`src/source/boot_ctrl_defs.svh`:
```
// Sizing and timing constants for the boot and mailbox front end, included by package and RTL
`ifndef BOOT_CTRL_DEFS_SVH
`define BOOT_CTRL_DEFS_SVH

// Obfuscation key size in 32-bit words
`define FUSE_KEY_WORDS 4

// Mailbox SRAM geometry
`define MBOX_DEPTH 32
`define MBOX_AW 5

// Settle period between fuse lock and mailbox ready
`define BOOT_SETTLE_CYCLES 16
`define TIMER_W 8

`endif

```
`src/source/boot_ctrl_pkg.sv`:
```
// Shared types for the boot and mailbox front end; imported by the RTL and the checker
`include "boot_ctrl_defs.svh"

package boot_ctrl_pkg;

    // First mailbox word of a message
    typedef struct packed {
        logic [7:0]  opcode;
        logic [7:0]  rsvd;
        logic [15:0] dlen;
    } mbox_hdr_t;

    // Header at address 0, raw data elsewhere
    typedef union packed {
        logic [31:0] raw;
        mbox_hdr_t   hdr;
    } mbox_word_u;

    // SECDED(39,32) storage word, data in the low bits
    typedef struct packed {
        logic        par;
        logic [5:0]  hamming;
        logic [31:0] data;
    } ecc_word_t;

    typedef struct packed {
        logic        wr;
        logic [1:0]  idx;
        logic [31:0] data;
    } fuse_wr_t;

    typedef logic [`FUSE_KEY_WORDS-1:0][31:0] obf_key_t;

    typedef struct packed {
        logic flip_single;
        logic flip_double;
    } ras_ctrl_t;

    typedef struct packed {
        logic        valid;
        logic [31:0] data;
        logic        sb_err;
        logic        db_err;
    } mbox_rsp_t;

    // Sticky until reset
    typedef struct packed {
        logic fuse_late_wr;
        logic ecc_single;
        logic ecc_double;
    } err_status_t;

    typedef enum logic [2:0] {
        IDLE,
        FUSE_WAIT,
        BRKPOINT,
        SETTLE,
        READY
    } boot_state_e;

endpackage

```
`src/source/boot_fsm.sv`:
```
// Boot sequencer; opens the fuse window, honours the breakpoint and enables the mailbox
`timescale 1ns/100ps

module boot_fsm import boot_ctrl_pkg::*; (
    input  logic        clk,
    input  logic        rst,
    input  logic        pwrgood,
    input  logic        brkpoint,
    input  logic        fuse_done,
    input  logic        timer_expire,
    output logic        timer_start,
    output logic        fuse_open,
    output logic        mbox_en,
    output boot_state_e state
);

    boot_state_e state_next;

    always_comb begin
        state_next = state;
        case (state)
            IDLE: begin
                if (pwrgood) begin
                    state_next = FUSE_WAIT;
                end
            end
            FUSE_WAIT: begin
                // Breakpoint is sampled as the fuse window closes
                if (fuse_done) begin
                    state_next = brkpoint ? BRKPOINT : SETTLE;
                end
            end
            BRKPOINT: begin
                if (!brkpoint) begin
                    state_next = SETTLE;
                end
            end
            SETTLE: begin
                if (timer_expire) begin
                    state_next = READY;
                end
            end
            READY: begin
                state_next = READY;
            end
            default: begin
                state_next = IDLE;
            end
        endcase
    end

    always_ff @(posedge clk) begin
        if (rst) begin
            state <= IDLE;
        end else begin
            state <= state_next;
        end
    end

    // Timer loads on the edge that enters SETTLE
    assign timer_start = (state_next == SETTLE) && (state != SETTLE);

    assign fuse_open = (state == FUSE_WAIT);
    assign mbox_en   = (state == READY);

endmodule

```
`src/source/boot_timer.sv`:
```
// Loadable down-counter that times the settle period before the mailbox opens
`timescale 1ns/100ps
`include "boot_ctrl_defs.svh"

module boot_timer (
    input  logic clk,
    input  logic rst,
    input  logic start,
    output logic expire
);

    logic [`TIMER_W-1:0] cnt;
    logic                running;

    always_ff @(posedge clk) begin
        if (rst) begin
            cnt     <= '0;
            running <= 1'b0;
        end else if (start) begin
            // Last cycle of the period is the one where cnt reads zero
            cnt     <= `TIMER_W'(`BOOT_SETTLE_CYCLES - 1);
            running <= 1'b1;
        end else if (running) begin
            if (cnt == '0) begin
                running <= 1'b0;
            end else begin
                cnt <= cnt - 1'b1;
            end
        end
    end

    assign expire = running && (cnt == '0);

endmodule

```
`src/source/fuse_bank.sv`:
```
// Obfuscation key registers written during the fuse window and locked once it closes
`timescale 1ns/100ps

module fuse_bank import boot_ctrl_pkg::*; (
    input  logic     clk,
    input  logic     rst,
    input  logic     fuse_open,
    input  fuse_wr_t fuse_wr,
    output obf_key_t obf_key,
    output logic     late_wr
);

    // Set once the window has opened, so a closed window means locked
    logic was_open;

    always_ff @(posedge clk) begin
        if (rst) begin
            was_open <= 1'b0;
        end else if (fuse_open) begin
            was_open <= 1'b1;
        end
    end

    // Key is cleared on reset so no stale secret survives
    always_ff @(posedge clk) begin
        if (rst) begin
            obf_key <= '0;
        end else if (fuse_open && fuse_wr.wr) begin
            obf_key[fuse_wr.idx] <= fuse_wr.data;
        end
    end

    // Writes before the window opens are simply dropped
    assign late_wr = fuse_wr.wr && was_open && !fuse_open;

endmodule

```
`src/source/mbox_ctrl.sv`:
```
// Mailbox write pointer, header capture, data-available flag and ECC word storage
`timescale 1ns/100ps
`include "boot_ctrl_defs.svh"

module mbox_ctrl import boot_ctrl_pkg::*; (
    input  logic               clk,
    input  logic               rst,
    input  logic               mbox_en,
    input  logic               mbox_wr,
    input  mbox_word_u         mbox_wdata,
    input  logic               mbox_rd,
    input  logic [`MBOX_AW-1:0] mbox_raddr,
    input  logic               mbox_release,
    input  ecc_word_t          enc_word,
    output logic [31:0]        store_data,
    output ecc_word_t          stored_word,
    output mbox_hdr_t          mbox_cmd,
    output logic               data_avail,
    output logic               rd_valid
);

    ecc_word_t           mem [`MBOX_DEPTH];
    logic [`MBOX_AW-1:0] wr_ptr;
    logic                wr_accept;
    logic                last_word;

    // Full mailbox ignores writes until released
    assign wr_accept = mbox_en && mbox_wr && !data_avail;

    assign store_data = mbox_wdata.raw;

    // Message is complete once dlen data words follow the header
    always_comb begin
        if (wr_ptr == '0) begin
            last_word = (mbox_wdata.hdr.dlen == '0);
        end else begin
            last_word = (16'(wr_ptr) == mbox_cmd.dlen);
        end
        // Oversized length stops at the end of the array
        if (wr_ptr == `MBOX_AW'(`MBOX_DEPTH - 1)) begin
            last_word = 1'b1;
        end
    end

    always_ff @(posedge clk) begin
        if (rst) begin
            wr_ptr     <= '0;
            data_avail <= 1'b0;
            mbox_cmd   <= '0;
        end else if (mbox_release) begin
            wr_ptr     <= '0;
            data_avail <= 1'b0;
        end else if (wr_accept) begin
            wr_ptr <= wr_ptr + 1'b1;
            if (wr_ptr == '0) begin
                mbox_cmd <= mbox_wdata.hdr;
            end
            if (last_word) begin
                data_avail <= 1'b1;
            end
        end
    end

    // SRAM array holds the encoded word
    always_ff @(posedge clk) begin
        if (wr_accept && !mbox_release) begin
            mem[wr_ptr] <= enc_word;
        end
    end

    always_ff @(posedge clk) begin
        if (mbox_rd) begin
            stored_word <= mem[mbox_raddr];
        end
    end

    always_ff @(posedge clk) begin
        if (rst) begin
            rd_valid <= 1'b0;
        end else begin
            rd_valid <= mbox_rd;
        end
    end

endmodule

```
`src/source/mbox_ecc.sv`:
```
// SECDED(39,32) encode with RAS bit flips on writes, check and correct on mailbox reads
`timescale 1ns/100ps

module mbox_ecc import boot_ctrl_pkg::*; (
    input  logic [31:0] wr_data,
    input  ras_ctrl_t   ras_ctrl,
    output ecc_word_t   enc_word,
    input  ecc_word_t   stored_word,
    input  logic        rd_valid,
    output mbox_rsp_t   mbox_rsp
);

    // Data bits sit at the non power of two positions 3..38
    function automatic logic [5:0] hamming_of(logic [31:0] d);
        logic [5:0]  p;
        int unsigned j;
        p = '0;
        j = 0;
        for (int unsigned pos = 1; pos < 39; pos++) begin
            if ((pos & (pos - 1)) != 0) begin
                if (d[j]) begin
                    p = p ^ 6'(pos);
                end
                j++;
            end
        end
        return p;
    endfunction

    function automatic logic [31:0] correct(logic [31:0] d, logic [5:0] syn);
        logic [31:0] c;
        int unsigned j;
        c = d;
        j = 0;
        for (int unsigned pos = 1; pos < 39; pos++) begin
            if ((pos & (pos - 1)) != 0) begin
                if (6'(pos) == syn) begin
                    c[j] = ~c[j];
                end
                j++;
            end
        end
        return c;
    endfunction

    ecc_word_t  code;
    logic [1:0] flip;
    logic [5:0] syndrome;
    logic       par_err;
    logic       single_err;
    logic       double_err;

    always_comb begin
        code.data    = wr_data;
        code.hamming = hamming_of(wr_data);
        code.par     = ^{code.hamming, wr_data};
    end

    // Double flip wins over single
    assign flip     = ras_ctrl.flip_double ? 2'b11 : {1'b0, ras_ctrl.flip_single};
    assign enc_word = code ^ {{($bits(ecc_word_t) - 2){1'b0}}, flip};

    assign syndrome   = hamming_of(stored_word.data) ^ stored_word.hamming;
    assign par_err    = ^stored_word;
    // Odd parity means one flipped bit, even with a syndrome means two
    assign single_err = par_err;
    assign double_err = !par_err && (syndrome != '0);

    always_comb begin
        mbox_rsp.valid  = rd_valid;
        mbox_rsp.data   = single_err ? correct(stored_word.data, syndrome) : stored_word.data;
        mbox_rsp.sb_err = rd_valid && single_err;
        mbox_rsp.db_err = rd_valid && double_err;
    end

endmodule

```
`src/source/boot_ctrl_top.sv`:
```
// Top of the boot and mailbox front end; connects the blocks and keeps the error status
`timescale 1ns/100ps
`include "boot_ctrl_defs.svh"

module boot_ctrl_top import boot_ctrl_pkg::*; (
    input  logic                clk,
    input  logic                rst,
    input  logic                pwrgood,
    input  logic                brkpoint,
    input  fuse_wr_t            fuse_wr,
    input  logic                fuse_done,
    input  logic                mbox_wr,
    input  mbox_word_u          mbox_wdata,
    input  logic                mbox_rd,
    input  logic [`MBOX_AW-1:0] mbox_raddr,
    input  logic                mbox_release,
    input  ras_ctrl_t           ras_ctrl,
    output logic                ready_for_fuses,
    output logic                ready_for_mb_processing,
    output logic                mailbox_data_avail,
    output obf_key_t            obf_key,
    output mbox_hdr_t           mbox_cmd,
    output mbox_rsp_t           mbox_rsp,
    output err_status_t         err_status,
    output logic                error_fatal,
    output logic                error_non_fatal
);

    logic        timer_start;
    logic        timer_expire;
    logic        late_wr;
    logic        rd_valid;
    logic [31:0] store_data;
    ecc_word_t   enc_word;
    ecc_word_t   stored_word;
    boot_state_e boot_state;

    boot_fsm boot_fsm_inst (
        .clk          (clk),
        .rst          (rst),
        .pwrgood      (pwrgood),
        .brkpoint     (brkpoint),
        .fuse_done    (fuse_done),
        .timer_expire (timer_expire),
        .timer_start  (timer_start),
        .fuse_open    (ready_for_fuses),
        .mbox_en      (ready_for_mb_processing),
        .state        (boot_state)
    );

    boot_timer boot_timer_inst (
        .clk    (clk),
        .rst    (rst),
        .start  (timer_start),
        .expire (timer_expire)
    );

    fuse_bank fuse_bank_inst (
        .clk       (clk),
        .rst       (rst),
        .fuse_open (ready_for_fuses),
        .fuse_wr   (fuse_wr),
        .obf_key   (obf_key),
        .late_wr   (late_wr)
    );

    mbox_ctrl mbox_ctrl_inst (
        .clk          (clk),
        .rst          (rst),
        .mbox_en      (ready_for_mb_processing),
        .mbox_wr      (mbox_wr),
        .mbox_wdata   (mbox_wdata),
        .mbox_rd      (mbox_rd),
        .mbox_raddr   (mbox_raddr),
        .mbox_release (mbox_release),
        .enc_word     (enc_word),
        .store_data   (store_data),
        .stored_word  (stored_word),
        .mbox_cmd     (mbox_cmd),
        .data_avail   (mailbox_data_avail),
        .rd_valid     (rd_valid)
    );

    mbox_ecc mbox_ecc_inst (
        .wr_data     (store_data),
        .ras_ctrl    (ras_ctrl),
        .enc_word    (enc_word),
        .stored_word (stored_word),
        .rd_valid    (rd_valid),
        .mbox_rsp    (mbox_rsp)
    );

    // Error bits stay set until reset
    always_ff @(posedge clk) begin
        if (rst) begin
            err_status <= '0;
        end else begin
            err_status.fuse_late_wr <= err_status.fuse_late_wr | late_wr;
            err_status.ecc_single   <= err_status.ecc_single | mbox_rsp.sb_err;
            err_status.ecc_double   <= err_status.ecc_double | mbox_rsp.db_err;
        end
    end

    assign error_fatal     = err_status.ecc_double;
    assign error_non_fatal = err_status.fuse_late_wr | err_status.ecc_single;

endmodule

```
`config.mk`:
```
export PLATFORM = sky130hd
export DESIGN_NAME = boot_ctrl_top
export DESIGN_NICKNAME = d
export VERILOG_FILES = /design/src/source/boot_ctrl_pkg.sv /design/src/source/boot_fsm.sv /design/src/source/boot_timer.sv /design/src/source/fuse_bank.sv /design/src/source/mbox_ctrl.sv /design/src/source/mbox_ecc.sv /design/src/source/boot_ctrl_top.sv
export VERILOG_INCLUDE_DIRS = /design/src /design/src/source
export SDC_FILE = /design/constraint.sdc
export NUM_CORES = 2
export LEC_CHECK = 0
export ABC_AREA = 1
export BUFFER_PORTS_ARGS = -buffer_cell sky130_fd_sc_hd__buf_2
export CAP_MARGIN = 25
export CORE_UTILIZATION = 56
export DETAILED_ROUTE_END_ITERATION = 10
export PLACE_DENSITY_LB_ADDON = 0.25
export SETUP_SLACK_MARGIN = 0.05
export SLEW_MARGIN = 10
export SYNTH_ARGS = -nofsm -noshare
export SYNTH_HDL_FRONTEND = slang
export SYNTH_HIERARCHICAL = 1
export SYNTH_SLANG_ARGS = --single-unit
export TNS_END_PERCENT = 1
```
`constraint.sdc`:
```
create_clock -name clk -period 3.33 [get_ports clk]
set_input_delay 0.333 -clock clk [delete_from_list [all_inputs] [get_ports clk]]
set_output_delay 0.333 -clock clk [all_outputs]
set_load 0.02 [all_outputs]
```
# Word-level counts from Yosys, hierarchy flattened
# Memory sizes are Yosys's and may differ from the RTL's. A register that Yosys moved wholly into a read port is not among the register bits.
# Cells that the tools add are included.
# word_totals
input_bits,82
memories,1
ff_bits,183
romBits,0
latchBits,0
ram_bits,1248
# memory_table
name,words,width,read_ports,rd_clocked_by_memory_dff,write_ports,line,source
mbox_ctrl_inst.mem,32,39,1,1,1,mbox_ctrl.sv:22,ecc_word_t mem [`MBOX_DEPTH];
# classes
bitwise,102
multipliers,0
n_eq_ne,41
shifts,0
magnitude_cmp,2
n_reduce_logical,30
addsub,2
n_div,0
n_mux,117
# ops
operator,n
$mux 5,31
$bwmux 128,1
$mux 32,3
$eq 5x6->1 const A,15
$mux 6,13
$not 3->3,26
$mux 4,18
$demux 32 s2,1
$not 2->2,24
$eq 4x6->1 const A,7
$not 4->4,10
$reduce_xor 39->1,1
$xor 39x2->39,1
$reduce_xor 38->1,1
$eq 6x6->1 const A,6
$not 1->1,34
$mux 3,11
$mux 31,1
$mux 30,1
$mux 29,1
$mux 28,1
$mux 27,1
$mux 26,1
$mux 25,1
48 further kinds,84

# Depth between registers and ports, before layout
# depth
ltp_word,98
depth_mapped,21
ltp_nobuf,20

# By module
# The synthesis kept the hierarchy.
# modules_own_cells
mod,n_inst,area_per_inst_um2,cells_per_inst,seq_area_each_um2
mbox_ctrl,1,53075.9,4403,39427.8
fuse_bank,1,5143.7,743,2582.5
mbox_ecc,1,3928.8,865,0.0
boot_timer,1,583.1,86,180.2
boot_fsm,1,183.9,31,60.1
boot_ctrl_top,1,96.3,11,60.1

# Worst setup path before layout
# No wires, ideal clock.
# synth_timing
path_kind,register to register
start,reg boot_fsm_inst.state[1]
end,"mem mbox_ctrl_inst/mem[3][0] (netlist name), enable pin"
n_path_buf,0
t_arrival_ns,2.913
stages_incl_launch_ff,8
slack_ns,-0.019
setup_ns,0.435
path_cell_list,dfxtp_1 > nor2_1 > nand2_1 > inv_1 > nand3_1 > inv_1 > nand2_1 > nor2_1
# synth_via
elab_chain_len,6
# synth_rtl
item,line,source
start: declaration,boot_fsm.sv:14,output boot_state_e state
start signal: assignment,boot_fsm.sv:56,state <= state_next;
$eq 3x3->1,boot_fsm.sv:64,assign mbox_en = (state == READY);
named net ready_for_mb_processing,boot_ctrl_top.sv:19,"output logic ready_for_mb_processing,"
$logic_and 1x1->1 (2 in a row),mbox_ctrl.sv:28,assign wr_accept = mbox_en && mbox_wr && !data_avail;
$logic_and 1x1->1,mbox_ctrl.sv:66,if (wr_accept && !mbox_release) begin
$mux 1,mbox_ctrl.sv:66,
$mux 1 (not written as such),mbox_ctrl.sv:67,mem[wr_ptr] <= enc_word;
end: declaration,mbox_ctrl.sv:22,
# The timed path passes the listed nets, and every way through them passes these cells.

==> metrics <==
Final ANT Viol Nets 0; Avg Inst Size Synth 10.3 um^2; status finished with violations; CP startpoint mbox_ctrl_inst/stored_word[17]; DIE HEIGHT 337 um; initial antenna violation count 9; most common cell after layout, fill and taps aside nand2_1; Root Buffer Master clkbuf_16; clk slew on worst S/H paths 0.06 ns; final-report hold violation count 0; Leak 0.0285 uW; Net Sw Power 10,900 uW; WL final 182,000 um; row count 122; largest net degree at the start of global routing 170; Die X 337 um; R2R setup slack 0.53 ns; Core ar. 111,000 um^2; Worst slew margin 43.9%; hpwl dp 104,000 um; register area share after synthesis 67.1%; DR vias 46,800; Synth Flop Type edfxtp_1; clock sinks 1,470; Starting DRT DRC Count 5,662; #FFs+latches synth 1,470; Synth Net Count 6,228; failing checks setup timing; post-DR vias/cell 5.78; Fmax 0.288 GHz; CTS tree built; Distinct cells, synth 36; total iterations of the first detailed-routing run 6; commonest cells after routing, fill and taps aside nand2_1, edfxtp_1, nand3_1; RSZ-0062 raised after global routing yes; Max Fanout on Critical Path 5; Worst R2R Start boot_fsm_inst/state[1]; maximum VDD drop 0.000512 V; CP endpoint kind output pin; Area contributors post-synth edfxtp_1, nand2_1, nand3_1; clk_skew 0.0445 ns; asr flop ratio synth 0%; Synth Cell Area 63,000 um^2; final core utilization 65.5%; H-Tree Depth 4; Power Density 580 nW/um^2; # IOs 285; sequential power share 48.8%; area grow syn2layout 15.6%; maximum clock path buffer count 3; GPL Wtd Cong 0.890; layout cells sized above 1 14.6%; GRT Util Overall 31.7%; critical path class register to output pin; vias in the first global route 42,900; max-slew violation count 0; die area 114,000 um^2; PortBufs 284; Min-Delay Path Class input pin to register; Net Sw Frac 25.8%; Logic pwr share 12.4%; clock power share 38.8%; final worst setup slack -0.145 ns; clk_lat worst skew 0.77 ns; DRC 0; Final period util 104%; GRT overflow 0; Initial Util 56.7%; Max-Cap Viols 0; end of the worst register-to-register path mbox_ctrl_inst/mem[2][35]; Startpoint Class register; worst-margin pin slew 0.840 ns; Mapped Cells 6,139; Fill cells 8,510; R2R depth 8; Final #Nets 6,567; YS warnings 6; pre-CTS WS 0.256 ns; Post-synth EDFFs 1,287; WL per Instance 22.4 um; Setup violations, final 31; CTS Buf Count 150; min Tclk post-route 3.48 ns; Internal Power 31,300 uW; Worst setup endpoint mbox_rsp[21]; Required @ worst endpoint 3.00 ns; CP Data Arrival Time 3.14 ns; first-pass GRT wire length 266,000 um; post-synth top area share 61.3%; area leader, netlist edfxtp_1
[worst max-delay path: stages (launching register included)]
cell and delay, ns:
edfxtp_1 0.54, buf_6 0.16, nand2_4 0.04, buf_4 0.12, nand2_1 0.06, nand2_1 0.06, nand2_1 0.06, nand2_1 0.06
nand2_1 0.07, nand2_1 0.06, nand2_2 0.12, inv_2 0.04, nand2_2 0.08, nand2_4 0.11, nor2_4 0.28, nand2_2 0.13
o21ai_1 0.19, nand2_2 0.07, buf_6 0.13
[kinds of logic (layout without fill, tap and decap cells)]
family | count (synthesis) | after routing | synth area share, %
compound gates | 393 | 393 | 3.30
xor+xnor | 58 | 58 | 0.806
buf+inv | 619 | 1079 | 4.95
flops | 1470 | 1470 | 67.1
other cells | 0 | 3 | 0
simple gates | 3592 | 3594 | 23.7
fa+ha+maj | 7 | 7 | 0.139
[sequential cells by signal, indices dropped and copies added (netlist names)]
| signal | flops |
|---|---|
| mbox_ctrl_inst/mem | 1248 |
| fuse_bank_inst/obf_key | 128 |
| mbox_ctrl_inst/stored_word | 39 |
| mbox_ctrl_inst/mbox_cmd | 32 |
| boot_timer_inst/cnt | 8 |
| mbox_ctrl_inst/wr_ptr | 5 |
| boot_fsm_inst/state | 3 |
| err_status | 2 |
| boot_timer_inst/running | 1 |
| error_fatal | 1 |
| fuse_bank_inst/was_open | 1 |
| mbox_ctrl_inst/data_avail | 1 |
| mbox_ctrl_inst/rd_valid | 1 |
[Yosys cell counts (10+ instances only)]
cell type / count
xor2_1: 23
clkbuf_1: 67
nand3b_1: 10
xnor2_1: 35
nand2_1: 2142
dfxtp_1: 183
nor2_1: 413
o31ai_1: 39
buf_2: 178
inv_2: 26
o21ai_0: 58
a21oi_1: 294
buf_4: 103
nand2_2: 10
nor2_2: 16
inv_1: 186
buf_1: 32
nand3_1: 973
nand4_1: 10
buf_6: 21
edfxtp_1: 1287
[power groups by stage]
stage | Combinational (uW) | Clock [uW] | Sequential [uW]
after global placement | 4350 | 0 | 21000
after floorplan | 2830 | 0 | 21000
final | 5230 | 16400 | 20600
after global routing | 5640 | 17200 | 20600
after detailed placement | 4400 | 0 | 21000
after CTS | 5050 | 16500 | 20600
[per-stage QoR]
| stage | cells | area [um^2] | power (uW) | hold WS [ns] | TNS, ns |
|---|---|---|---|---|---|
| 2_1_floorplan | 6139 | 63000 | 23900 | 0.402 | -2.50 |
| 3_3_place_gp | 7704 | 66400 | 25400 | 0.453 | 0 |
| 3_5_place_dp | 7704 | 66400 | 25400 | 0.462 | 0 |
| 4_1_cts | 8080 | 72600 | 42200 | 0.000105 | -1.49 |
| 5_1_grt | 8089 | 72800 | 43400 | 0.0923 | -6.62 |
| 6_report | 8092 | 72800 | 42200 | 0.0307 | -3.19 |
[layout make-up]
class / count / area [um^2] / area share (%)
flip-flops and latches: 1470 / 42300 / 58.1
well taps: 1488 / 1860 / 2.56
repair inverters: 3 / 33.8 / 0.0464
multi-input cells: 4052 / 18300 / 25.1
diodes: 3 / 7.51 / 0.0103
clock buffers: 190 / 4040 / 5.55
inverters: 217 / 870 / 1.19
repair buffers: 584 / 4640 / 6.37
clock inverters: 85 / 756 / 1.04
[layer usage]
layer  track usage, %  up-vias  share of wire, %
met5                0        -             0.015
met1             42.6    22300                38
met4             15.1        4               4.7
met2             50.9     2506                47
met3             4.83      463               9.8
li1                 -    21500                 -
[worst min-delay path by stage]
stage                                           from                             to  slack, ns  depth (start not counted)
after floorplan                                  rst         boot_fsm_inst/state[1]       0.40                          1
after global placement       fuse_bank_inst/was_open        fuse_bank_inst/was_open       0.45                          2
after detailed placement  fuse_bank_inst/obf_key[24]     fuse_bank_inst/obf_key[24]       0.46                          2
after CTS                                    pwrgood         boot_fsm_inst/state[0]     0.0001                          7
after global routing                         mbox_rd  mbox_ctrl_inst/stored_word[6]       0.09                          1
final                                        pwrgood         boot_fsm_inst/state[0]       0.03                          7
[what timing repair did]
item / 4_1_cts / 5_1_grt
gates resized for setup: 157 / 52
endpoints found under the setup margin: 34 / 34
pin swaps: 43 / 37
cloned: 5 / 0
setup buffers: 49 / 8
hold buffers: 47 / 0
endpoints found under the hold margin: 168 / 0
No activity file was read; power rests on OpenSTA's default activity.
